<file path="src/loopback_pkg.sv">
/* shared widths, FSM encodings and a tkeep helper for the stream loopback self-test
   design files refer to these by scoped name */
`default_nettype none

package loopback_pkg;

    // beat geometry
    // one 32-bit word per beat
    localparam int DATA_BYTES = 4;
    localparam int DATA_W     = DATA_BYTES * 8;

    // packet length in bytes, legal range 1 to 255
    localparam int LEN_W = 8;

    // width of good and bad packet counters
    localparam int CNT_W = 16;

    // generator FSM
    typedef enum logic [0:0] {
        IDLE = 1'b0,    // waiting for start
        SEND = 1'b1     // beats going out
    } gen_state_t;

    // checker FSM
    typedef enum logic [0:0] {
        FIRST = 1'b0,   // next beat opens a packet
        BODY  = 1'b1    // somewhere inside a packet
    } chk_state_t;

    // tkeep for a beat given the bytes still owed in the packet
    // contiguous from byte 0, saturates at a full beat
    function automatic logic [DATA_BYTES-1:0] keep_mask(
        input logic [LEN_W-1:0] remaining
    );
        logic [DATA_BYTES-1:0] keep;
        keep = '0;
        for (int i = 0; i < DATA_BYTES; i++) begin
            keep[i] = (remaining > i);
        end
        return keep;
    endfunction

endpackage

`default_nettype wire

</file>
<file path="src/byte_stream_if.sv">
/* one byte-stream link with valid/ready handshake
   src drives the beat, snk answers with tready */
`default_nettype none

interface byte_stream_if;

    // beat payload
    logic [loopback_pkg::DATA_W-1:0]     tdata;
    logic [loopback_pkg::DATA_BYTES-1:0] tkeep;
    logic                                tlast;

    // handshake
    logic                                tvalid;
    logic                                tready;

    // sending side
    modport src (
        output tdata, tkeep, tlast, tvalid,
        input  tready
    );

    // receiving side
    modport snk (
        input  tdata, tkeep, tlast, tvalid,
        output tready
    );

endinterface

`default_nettype wire

</file>
<file path="src/loopback_top.sv">
/* loopback self-test top, per lane generator into FIFO into checker
   control and status as flat vectors with lane p in slice p */
`default_nettype none

module loopback_top #(
    parameter int NUM_PORTS  = 2,
    parameter int FIFO_DEPTH = 8
) (
    input  var logic                                    clk,
    input  var logic                                    rst,
    input  var logic [NUM_PORTS-1:0]                    start,
    input  var logic [NUM_PORTS*loopback_pkg::LEN_W-1:0] pkt_len,
    input  var logic [NUM_PORTS*8-1:0]                  first_byte,
    input  var logic [NUM_PORTS-1:0]                    err_inject,
    input  var logic [NUM_PORTS-1:0]                    chk_hold,
    output logic [NUM_PORTS-1:0]                        busy,
    output logic [NUM_PORTS*loopback_pkg::CNT_W-1:0]    good_cnt,
    output logic [NUM_PORTS*loopback_pkg::CNT_W-1:0]    bad_cnt,
    output logic [NUM_PORTS*loopback_pkg::LEN_W-1:0]    last_len,
    output logic                                        any_err
);

    localparam int LEN_W = loopback_pkg::LEN_W;

    // generator to FIFO
    byte_stream_if gen_link [NUM_PORTS] ();
    // FIFO to checker
    byte_stream_if chk_link [NUM_PORTS] ();

    generate
        for (genvar port = 0; port < NUM_PORTS; port++) begin : g_lane
            pkt_pattern_gen gen_i (
                .clk        ( clk                              ),
                .rst        ( rst                              ),
                .start      ( start[port]                      ),
                .pkt_len    ( pkt_len[port*LEN_W +: LEN_W]     ),
                .first_byte ( first_byte[port*8 +: 8]          ),
                .err_inject ( err_inject[port]                 ),
                .busy       ( busy[port]                       ),
                .m          ( gen_link[port]                   )
            );

            stream_fifo #(
                .FIFO_DEPTH ( FIFO_DEPTH )
            ) fifo_i (
                .clk ( clk            ),
                .rst ( rst            ),
                .s   ( gen_link[port] ),
                .m   ( chk_link[port] )
            );
        end
    endgenerate

    // all lanes checked in one array, shared error flag
    pkt_chk_array #(
        .NUM_PORTS ( NUM_PORTS )
    ) chk_array_i (
        .clk      ( clk      ),
        .rst      ( rst      ),
        .hold     ( chk_hold ),
        .s        ( chk_link ),
        .good_cnt ( good_cnt ),
        .bad_cnt  ( bad_cnt  ),
        .last_len ( last_len ),
        .any_err  ( any_err  )
    );

endmodule

`default_nettype wire

</file>
<file path="src/pkt_chk_array.sv">
/* one packet checker per lane, results packed into flat per-lane buses
   any_err latches the first bad packet on any lane until reset */
`default_nettype none

module pkt_chk_array #(
    parameter int NUM_PORTS = 2
) (
    input  var logic                                    clk,
    input  var logic                                    rst,
    input  var logic [NUM_PORTS-1:0]                    hold,
    byte_stream_if.snk                                  s [NUM_PORTS],
    output logic [NUM_PORTS*loopback_pkg::CNT_W-1:0]    good_cnt,
    output logic [NUM_PORTS*loopback_pkg::CNT_W-1:0]    bad_cnt,
    output logic [NUM_PORTS*loopback_pkg::LEN_W-1:0]    last_len,
    output logic                                        any_err
);

    localparam int CNT_W = loopback_pkg::CNT_W;
    localparam int LEN_W = loopback_pkg::LEN_W;

    // one strobe per lane
    logic [NUM_PORTS-1:0] err_pulse;

    generate
        for (genvar port = 0; port < NUM_PORTS; port++) begin : g_chk
            pkt_pattern_chk chk_i (
                .clk       ( clk                              ),
                .rst       ( rst                              ),
                .hold      ( hold[port]                       ),
                .s         ( s[port]                          ),
                .good_cnt  ( good_cnt[port*CNT_W +: CNT_W]    ),
                .bad_cnt   ( bad_cnt[port*CNT_W +: CNT_W]     ),
                .last_len  ( last_len[port*LEN_W +: LEN_W]    ),
                .err_pulse ( err_pulse[port]                  )
            );
        end
    endgenerate

    // sticky, cleared only by reset
    always_ff @(posedge clk) begin
        if (rst) begin
            any_err <= 1'b0;
        end else if (|err_pulse) begin
            any_err <= 1'b1;
        end
    end

endmodule

`default_nettype wire

</file>
<file path="src/pkt_pattern_chk.sv">
/* packet checker for one lane, tests byte continuity and measures length
   keeps good and bad counts plus the length of the last packet */
`default_nettype none

module pkt_pattern_chk (
    input  var logic                          clk,
    input  var logic                          rst,
    input  var logic                          hold,
    byte_stream_if.snk                        s,
    output logic [loopback_pkg::CNT_W-1:0]    good_cnt,
    output logic [loopback_pkg::CNT_W-1:0]    bad_cnt,
    output logic [loopback_pkg::LEN_W-1:0]    last_len,
    output logic                              err_pulse
);

    localparam int NB    = loopback_pkg::DATA_BYTES;
    localparam int LEN_W = loopback_pkg::LEN_W;

    loopback_pkg::chk_state_t state;

    // last kept byte of the previous beat
    logic [7:0]       prev_byte;
    // bytes seen so far in this packet
    logic [LEN_W-1:0] byte_cnt;
    // sticky within one packet
    logic             pkt_bad;
    logic             accept;

    // per-beat results
    logic [7:0]       ref_byte;
    logic [LEN_W-1:0] beat_len;
    logic             beat_bad;
    logic [LEN_W-1:0] len_sum;
    logic             bad_sum;

    // back-pressure straight from hold
    assign s.tready = !hold;
    assign accept   = s.tvalid && s.tready;

    // walk the kept bytes in order
    always_comb begin
        ref_byte = prev_byte;
        beat_bad = 1'b0;
        beat_len = '0;
        for (int i = 0; i < NB; i++) begin
            if (s.tkeep[i]) begin
                // byte 0 of a packet is the seed, nothing to compare
                if (!(state == loopback_pkg::FIRST && i == 0) &&
                    s.tdata[i*8 +: 8] != ref_byte + 8'd1) begin
                    beat_bad = 1'b1;
                end
                ref_byte = s.tdata[i*8 +: 8];
                beat_len = beat_len + 1'b1;
            end
        end
    end

    // totals including the current beat
    assign len_sum = ((state == loopback_pkg::FIRST) ? '0 : byte_cnt) + beat_len;
    assign bad_sum = ((state == loopback_pkg::BODY) && pkt_bad) || beat_bad;

    always_ff @(posedge clk) begin
        if (rst) begin
            state     <= loopback_pkg::FIRST;
            pkt_bad   <= 1'b0;
            good_cnt  <= '0;
            bad_cnt   <= '0;
            last_len  <= '0;
            err_pulse <= 1'b0;
        end else begin
            err_pulse <= 1'b0;
            if (accept) begin
                if (s.tlast) begin
                    // close the packet, results visible next cycle
                    state    <= loopback_pkg::FIRST;
                    last_len <= len_sum;
                    if (bad_sum) begin
                        bad_cnt   <= bad_cnt + 1'b1;
                        err_pulse <= 1'b1;
                    end else begin
                        good_cnt <= good_cnt + 1'b1;
                    end
                end else begin
                    state   <= loopback_pkg::BODY;
                    pkt_bad <= bad_sum;
                end
            end
        end
    end

    // running seed and length
    always_ff @(posedge clk) begin
        if (accept) begin
            prev_byte <= ref_byte;
            byte_cnt  <= len_sum;
        end
    end

    // only the closing beat of a packet may be partial
    a_full_keep: assert property (
        @(posedge clk) disable iff (rst)
        s.tvalid && !s.tlast |-> &s.tkeep
    );

endmodule

`default_nettype wire

</file>
<file path="src/pkt_pattern_gen.sv">
/* pattern generator, sends one packet of incrementing bytes per accepted start pulse
   optional error injection flips bit 0 of the first byte */
`default_nettype none

module pkt_pattern_gen (
    input  var logic                           clk,
    input  var logic                           rst,
    input  var logic                           start,
    input  var logic [loopback_pkg::LEN_W-1:0] pkt_len,
    input  var logic [7:0]                     first_byte,
    input  var logic                           err_inject,
    output logic                               busy,
    byte_stream_if.src                         m
);

    localparam int NB    = loopback_pkg::DATA_BYTES;
    localparam int LEN_W = loopback_pkg::LEN_W;

    loopback_pkg::gen_state_t state;

    // bytes still to send, counting the current beat
    logic [LEN_W-1:0]              bytes_left;
    // value of byte 0 in the current beat
    logic [7:0]                    next_byte;
    // set until the first beat has gone out
    logic                          inj_pending;
    logic [loopback_pkg::DATA_W-1:0] beat_data;
    logic                          xfer;

    assign xfer = m.tvalid && m.tready;

    // busy and tvalid rise together, one cycle after start
    assign busy     = (state == loopback_pkg::SEND);
    assign m.tvalid = busy;
    assign m.tlast  = (bytes_left <= NB);
    assign m.tkeep  = loopback_pkg::keep_mask(bytes_left);
    assign m.tdata  = beat_data;

    // byte i of the beat is next_byte + i, mod 256
    always_comb begin
        for (int i = 0; i < NB; i++) begin
            beat_data[i*8 +: 8] = next_byte + 8'(i);
        end
        // corrupt only the very first byte of the packet
        if (inj_pending) begin
            beat_data[0] = ~beat_data[0];
        end
    end

    always_ff @(posedge clk) begin
        if (rst) begin
            state       <= loopback_pkg::IDLE;
            inj_pending <= 1'b0;
        end else begin
            case (state)
                loopback_pkg::IDLE: begin
                    // start is ignored while busy
                    if (start) begin
                        state       <= loopback_pkg::SEND;
                        inj_pending <= err_inject;
                    end
                end
                loopback_pkg::SEND: begin
                    if (xfer) begin
                        inj_pending <= 1'b0;
                        if (m.tlast) begin
                            state <= loopback_pkg::IDLE;
                        end
                    end
                end
                default: state <= loopback_pkg::IDLE;
            endcase
        end
    end

    // packet position, only moves on start or on an accepted beat
    always_ff @(posedge clk) begin
        if (state == loopback_pkg::IDLE && start) begin
            bytes_left <= pkt_len;
            next_byte  <= first_byte;
        end else if (xfer) begin
            bytes_left <= bytes_left - LEN_W'(NB);
            next_byte  <= next_byte + 8'(NB);
        end
    end

    // a stalled beat must not change until the FIFO takes it
    a_stall_stable: assert property (
        @(posedge clk) disable iff (rst)
        m.tvalid && !m.tready |=>
            m.tvalid && $stable(m.tdata) && $stable(m.tkeep) && $stable(m.tlast)
    );

endmodule

`default_nettype wire

</file>
<file path="src/stream_fifo.sv">
/* first-word-fall-through FIFO for one byte-stream link
   tready on the input drops while all FIFO_DEPTH entries are in use */
`default_nettype none

module stream_fifo #(
    parameter int FIFO_DEPTH = 8
) (
    input  var logic   clk,
    input  var logic   rst,
    byte_stream_if.snk s,
    byte_stream_if.src m
);

    localparam int NB = loopback_pkg::DATA_BYTES;
    localparam int DW = loopback_pkg::DATA_W;
    localparam int AW = $clog2(FIFO_DEPTH);
    // one entry holds {tlast, tkeep, tdata}
    localparam int EW = DW + NB + 1;

    logic [EW-1:0] mem [FIFO_DEPTH];

    // extra msb is the wrap bit
    logic [AW:0]   wr_ptr;
    logic [AW:0]   rd_ptr;
    logic          full;
    logic          empty;
    logic          wr_en;
    logic          rd_en;
    logic [EW-1:0] rd_word;

    // same index on a different lap means full
    assign empty = (wr_ptr == rd_ptr);
    assign full  = (wr_ptr[AW] != rd_ptr[AW]) &&
                   (wr_ptr[AW-1:0] == rd_ptr[AW-1:0]);

    assign s.tready = !full;
    assign wr_en    = s.tvalid && !full;

    // head entry shows without a read request
    assign m.tvalid = !empty;
    assign rd_en    = m.tready && !empty;
    assign rd_word  = mem[rd_ptr[AW-1:0]];
    assign {m.tlast, m.tkeep, m.tdata} = rd_word;

    always_ff @(posedge clk) begin
        if (wr_en) begin
            mem[wr_ptr[AW-1:0]] <= {s.tlast, s.tkeep, s.tdata};
        end
    end

    always_ff @(posedge clk) begin
        if (rst) begin
            wr_ptr <= '0;
            rd_ptr <= '0;
        end else begin
            if (wr_en) begin
                wr_ptr <= wr_ptr + 1'b1;
            end
            if (rd_en) begin
                rd_ptr <= rd_ptr + 1'b1;
            end
        end
    end

    // occupancy stays within the depth so no write lands on a full FIFO
    a_no_overflow: assert property (
        @(posedge clk) disable iff (rst)
        (AW+1)'(wr_ptr - rd_ptr) <= FIFO_DEPTH
    );

endmodule

`default_nettype wire

</file>
<file path="config.mk">
export PLATFORM = sky130hd
export DESIGN_NAME = loopback_top
export DESIGN_NICKNAME = d
export VERILOG_FILES = /design/src/loopback_pkg.sv /design/src/byte_stream_if.sv /design/src/loopback_top.sv /design/src/pkt_chk_array.sv /design/src/pkt_pattern_chk.sv /design/src/pkt_pattern_gen.sv /design/src/stream_fifo.sv
export SDC_FILE = /design/constraint.sdc
export NUM_CORES = 1
export LEC_CHECK = 0
export ABC_AREA = 1
export BUFFER_PORTS_ARGS = -buffer_cell sky130_fd_sc_hd__buf_2
export CORE_UTILIZATION = 32
export CTS_CLUSTER_DIAMETER = 50
export DETAILED_ROUTE_END_ITERATION = 10
export GPL_ROUTABILITY_DRIVEN = 0
export PLACE_DENSITY_LB_ADDON = 0.12
export SLEW_MARGIN = 20
export SYNTH_ARGS = -nofsm -noshare
export SYNTH_HDL_FRONTEND = slang
export SYNTH_SLANG_ARGS = --single-unit
</file>
<file path="constraint.sdc">
create_clock -name clk -period 4.2 [get_ports clk]
set_clock_uncertainty 0.05 [all_clocks]
set_input_delay 0.21 -clock clk [delete_from_list [all_inputs] [get_ports clk]]
set_output_delay 0.21 -clock clk [all_outputs]
set_load 0.05 [all_outputs]
</file>
==> impl_results.md <==
- Outcome: finished, final reports clean
- Total grt overflow: 0
- Critical path class: reg -> reg
- ANT nets after route: 0
- Synth Area in XOR/XNOR: 3.61%
- VDD IR max: 0.335 mV
- Final period utilization: 90.6%
- GR Util All Layers: 18.5%
- Multiplexer share of the synthesized area: 0.0653%
- DIE AREA: 115000 sq um
- Netlist cell types: 52
- CTS root buf: clkbuf_16
- CP max stage cell: dfxtp_4
- Core Box Area: 113000 sq um
- Cell taking the most area after synthesis: edfxtp_1
- Hold Crit Class: in -> reg
- Synth-to-Final Area Change: 18.7%
- Hold Fails Final Rpt: 0
- Synth Area in Simple Gates: 21.6%
- Worst slew pin tran: 1.08 ns
- Net count reported at finish: 4177
- Most numerous cell in the Yosys netlist: nand2_1
- Setup tns final: 0 ns
- H-tree depth: 3
- Post-synthesis compound-gate area fraction: 7.50%
- Largest stage delay, worst path: 0.49 ns
- Post-Syn Area: 36400 sq um
- Placed Area: 39000 sq um
- PwrDens: 564 nW/um^2
- Worst EP required: 4.70 ns
- Mean post-synth cell area: 9.38 sq um
- Main synth FF type: edfxtp_1
- Layout cells sized above 1: 11.9%
- Post-synthesis sequential area ratio: 59.0%
- Fin crit period: 3.80 ns
- Via density: 4.74
- Via Count: 27000
- DP HPWL: 69000 um
- Clk slew on worst S/H paths: 0.06 ns
- Final Slew Violations: 0
- Largest family of logic cells by synthesized area: simple AND/OR/NAND/NOR gates
- Adder-cell area share of the yosys netlist: 1.55%
- Wire length per cell: 19.0 um
- Yosys reg bits: 753
- Die height: 339 um
- Pre-antenna DRT Iters: 5
- WL met2: 52600 um
- Initial antenna violation count: 2
- Clk_lat worst skew: 0.70 ns
- Synth top area cells: edfxtp_1, nand2_1, dfxtp_1
- Pleak: 17.2 nW
- Vias in the first global route: 26200
- TritonCTS clock tree: built
- Final design utilization: 38.3%
- Post-Route WL: 108000 um
- First-pass GRT wire length: 163000 um
- Routed length on met1: 48000 um
- N_diodes: 0
- Unrepaired setup endpoints after global routing: false
- Clk sinks: 753
- Port Buffers: 122
- Top Layer Used: met4
- CP startpoint kind: register
- Data arrival, critical path: 4.31 ns
- CTS Buf Count: 107
- Async set-reset flop share out of synthesis: 0%
- Synth top area share: 52.8%
- Fmax achieved: 0.263 GHz
- # IOs: 123
- Crit path capture type: register
- Ys Warns: 0
- Post-synth EDFFs: 640
- Peak fanout along the critical path: 32
- Hold slack final: 0.282 ns
- Most used cell, CP: nand2_1
- Die Wd: 339 um
- Setup violators final: 0
- # rows: 123
- Largest net degree at the start of global routing: 79
- DR WL met3: 4000 um
- Max_cap viols: 0
- Clock buffer depth: 3
- DRC: 0
- Initial Util: 32.3%
- Final instance area: 43200 sq um
- Most instantiated cells after synthesis: nand2_1, edfxtp_1, nor2_1
- Initial DRC count: 1604
- Max-Slew Margin vs Limit: 27.8%
- Mapped Cells: 3879
## report_power, final
part           internal [mW]  leakage [nW]  switching [mW]
Combinational           1.92          8.65            4.39
Clock                   5.49          1.73            3.58
Sequential              8.71          6.84           0.284
## stage by stage
step | cells | total power [mW] | worst slack, ns
6_report | 5683 | 24.4 | 0.396
5_1_grt | 5683 | 25.7 | 0.0132
4_1_cts | 5675 | 24.6 | 0.213
3_5_place_dp | 5435 | 15.4 | 0.262
3_3_place_gp | 5435 | 15.4 | 0.275
2_1_floorplan | 3880 | 13.4 | 0.594
## per-layer routing
metal | vias to the layer above | GRT usage (%)
li1 | 13500 | -
met1 | 12900 | 23.6
met2 | 453 | 31.9
met3 | 167 | 2.88
met4 | 0 | 6.28
met5 | - | 0
## worst max-delay path: cells and delay by family, from the launching register on
family | cells | cell delay (ns)
buffers and inverters | 3 | 0.54
AO/OA/AOI/OAI | 2 | 0.29
flip-flops | 1 | 0.49
AND/OR/NAND/NOR | 20 | 2.01
adder cells (fa/ha/maj) | 1 | 0.26
## kinds of logic (layout without fill, tap and decap cells)
kind of cell    after synthesis  count (layout)
compound gates              507             507
xor+xnor                    150             150
fa+ha+maj                    44              44
buf+inv                     542             845
flops                       753             753
mux                           2               2
other cells                   1               2
simple gates               1880            1880
## state kept, by name (all words and copies together), names as in the netlist, 16 cells and up, named ones only
name	count
chk_array_i.g_chk.chk_i.last_len	16
chk_array_i.g_chk.chk_i.prev_byte	16
chk_array_i.g_chk.chk_i.bad_cnt	32
g_lane.fifo_i.mem	576
g_lane.gen_i.next_byte	16
chk_array_i.g_chk.chk_i.good_cnt	32
chk_array_i.g_chk.chk_i.byte_cnt	16
g_lane.gen_i.bytes_left	16
## what timing repair did
action,in CTS,in global routing
setup endpoints to repair,0,70
gates resized for setup,0,17
setup buffers,0,5
hold endpoints to repair,64,0
hold buffers,41,0
## final timing paths
kind / startpoint / end / slack (ns) / cells after the start
setup / recovery: register / chk_array_i.g_chk[0].chk_i.bad_cnt[12]$_SDFFE_PP0P_ / 0.40 / 26
hold / removal: first_byte[11] / g_lane[1].gen_i.next_byte[3]$_DFFE_PP_ / 0.28 / 4
setup reg to reg: register / chk_array_i.g_chk[0].chk_i.bad_cnt[12]$_SDFFE_PP0P_ / 0.40 / 26
hold reg to reg: chk_array_i.g_chk[1].chk_i.err_pulse$_SDFF_PP0_ / chk_array_i.any_err$_SDFFE_PP0P_ / 0.40 / 2
## cells in the final DEF, fill, tap and decap left out, types with 42 or more instances in the layout
cell type	count
inv_1	362
nor2_1	385
o22ai_1	54
xor2_1	109
a21oi_1	94
o21ai_0	261
clkbuf_16	110
o21ai_1	63
dfxtp_1	109
buf_2	121
nand4_1	43
nand3_1	321
ha_1	42
buf_4	85
nand2_1	1007
edfxtp_1	640
## layout make-up
| type | count | area (sq um) |
|---|---|---|
| Tap cell | 1500 | 1880 |
| Timing Repair Buffer | 269 | 2110 |
| Clock buffer | 124 | 2740 |
| Inverter | 377 | 1430 |
| Clock inverter | 75 | 871 |
| Multi-Input combinational cell | 2585 | 12700 |
| Sequential cell | 753 | 21500 |
| Fill cell | 11300 | 69500 |
No activity file was read; power rests on OpenSTA's default activity.
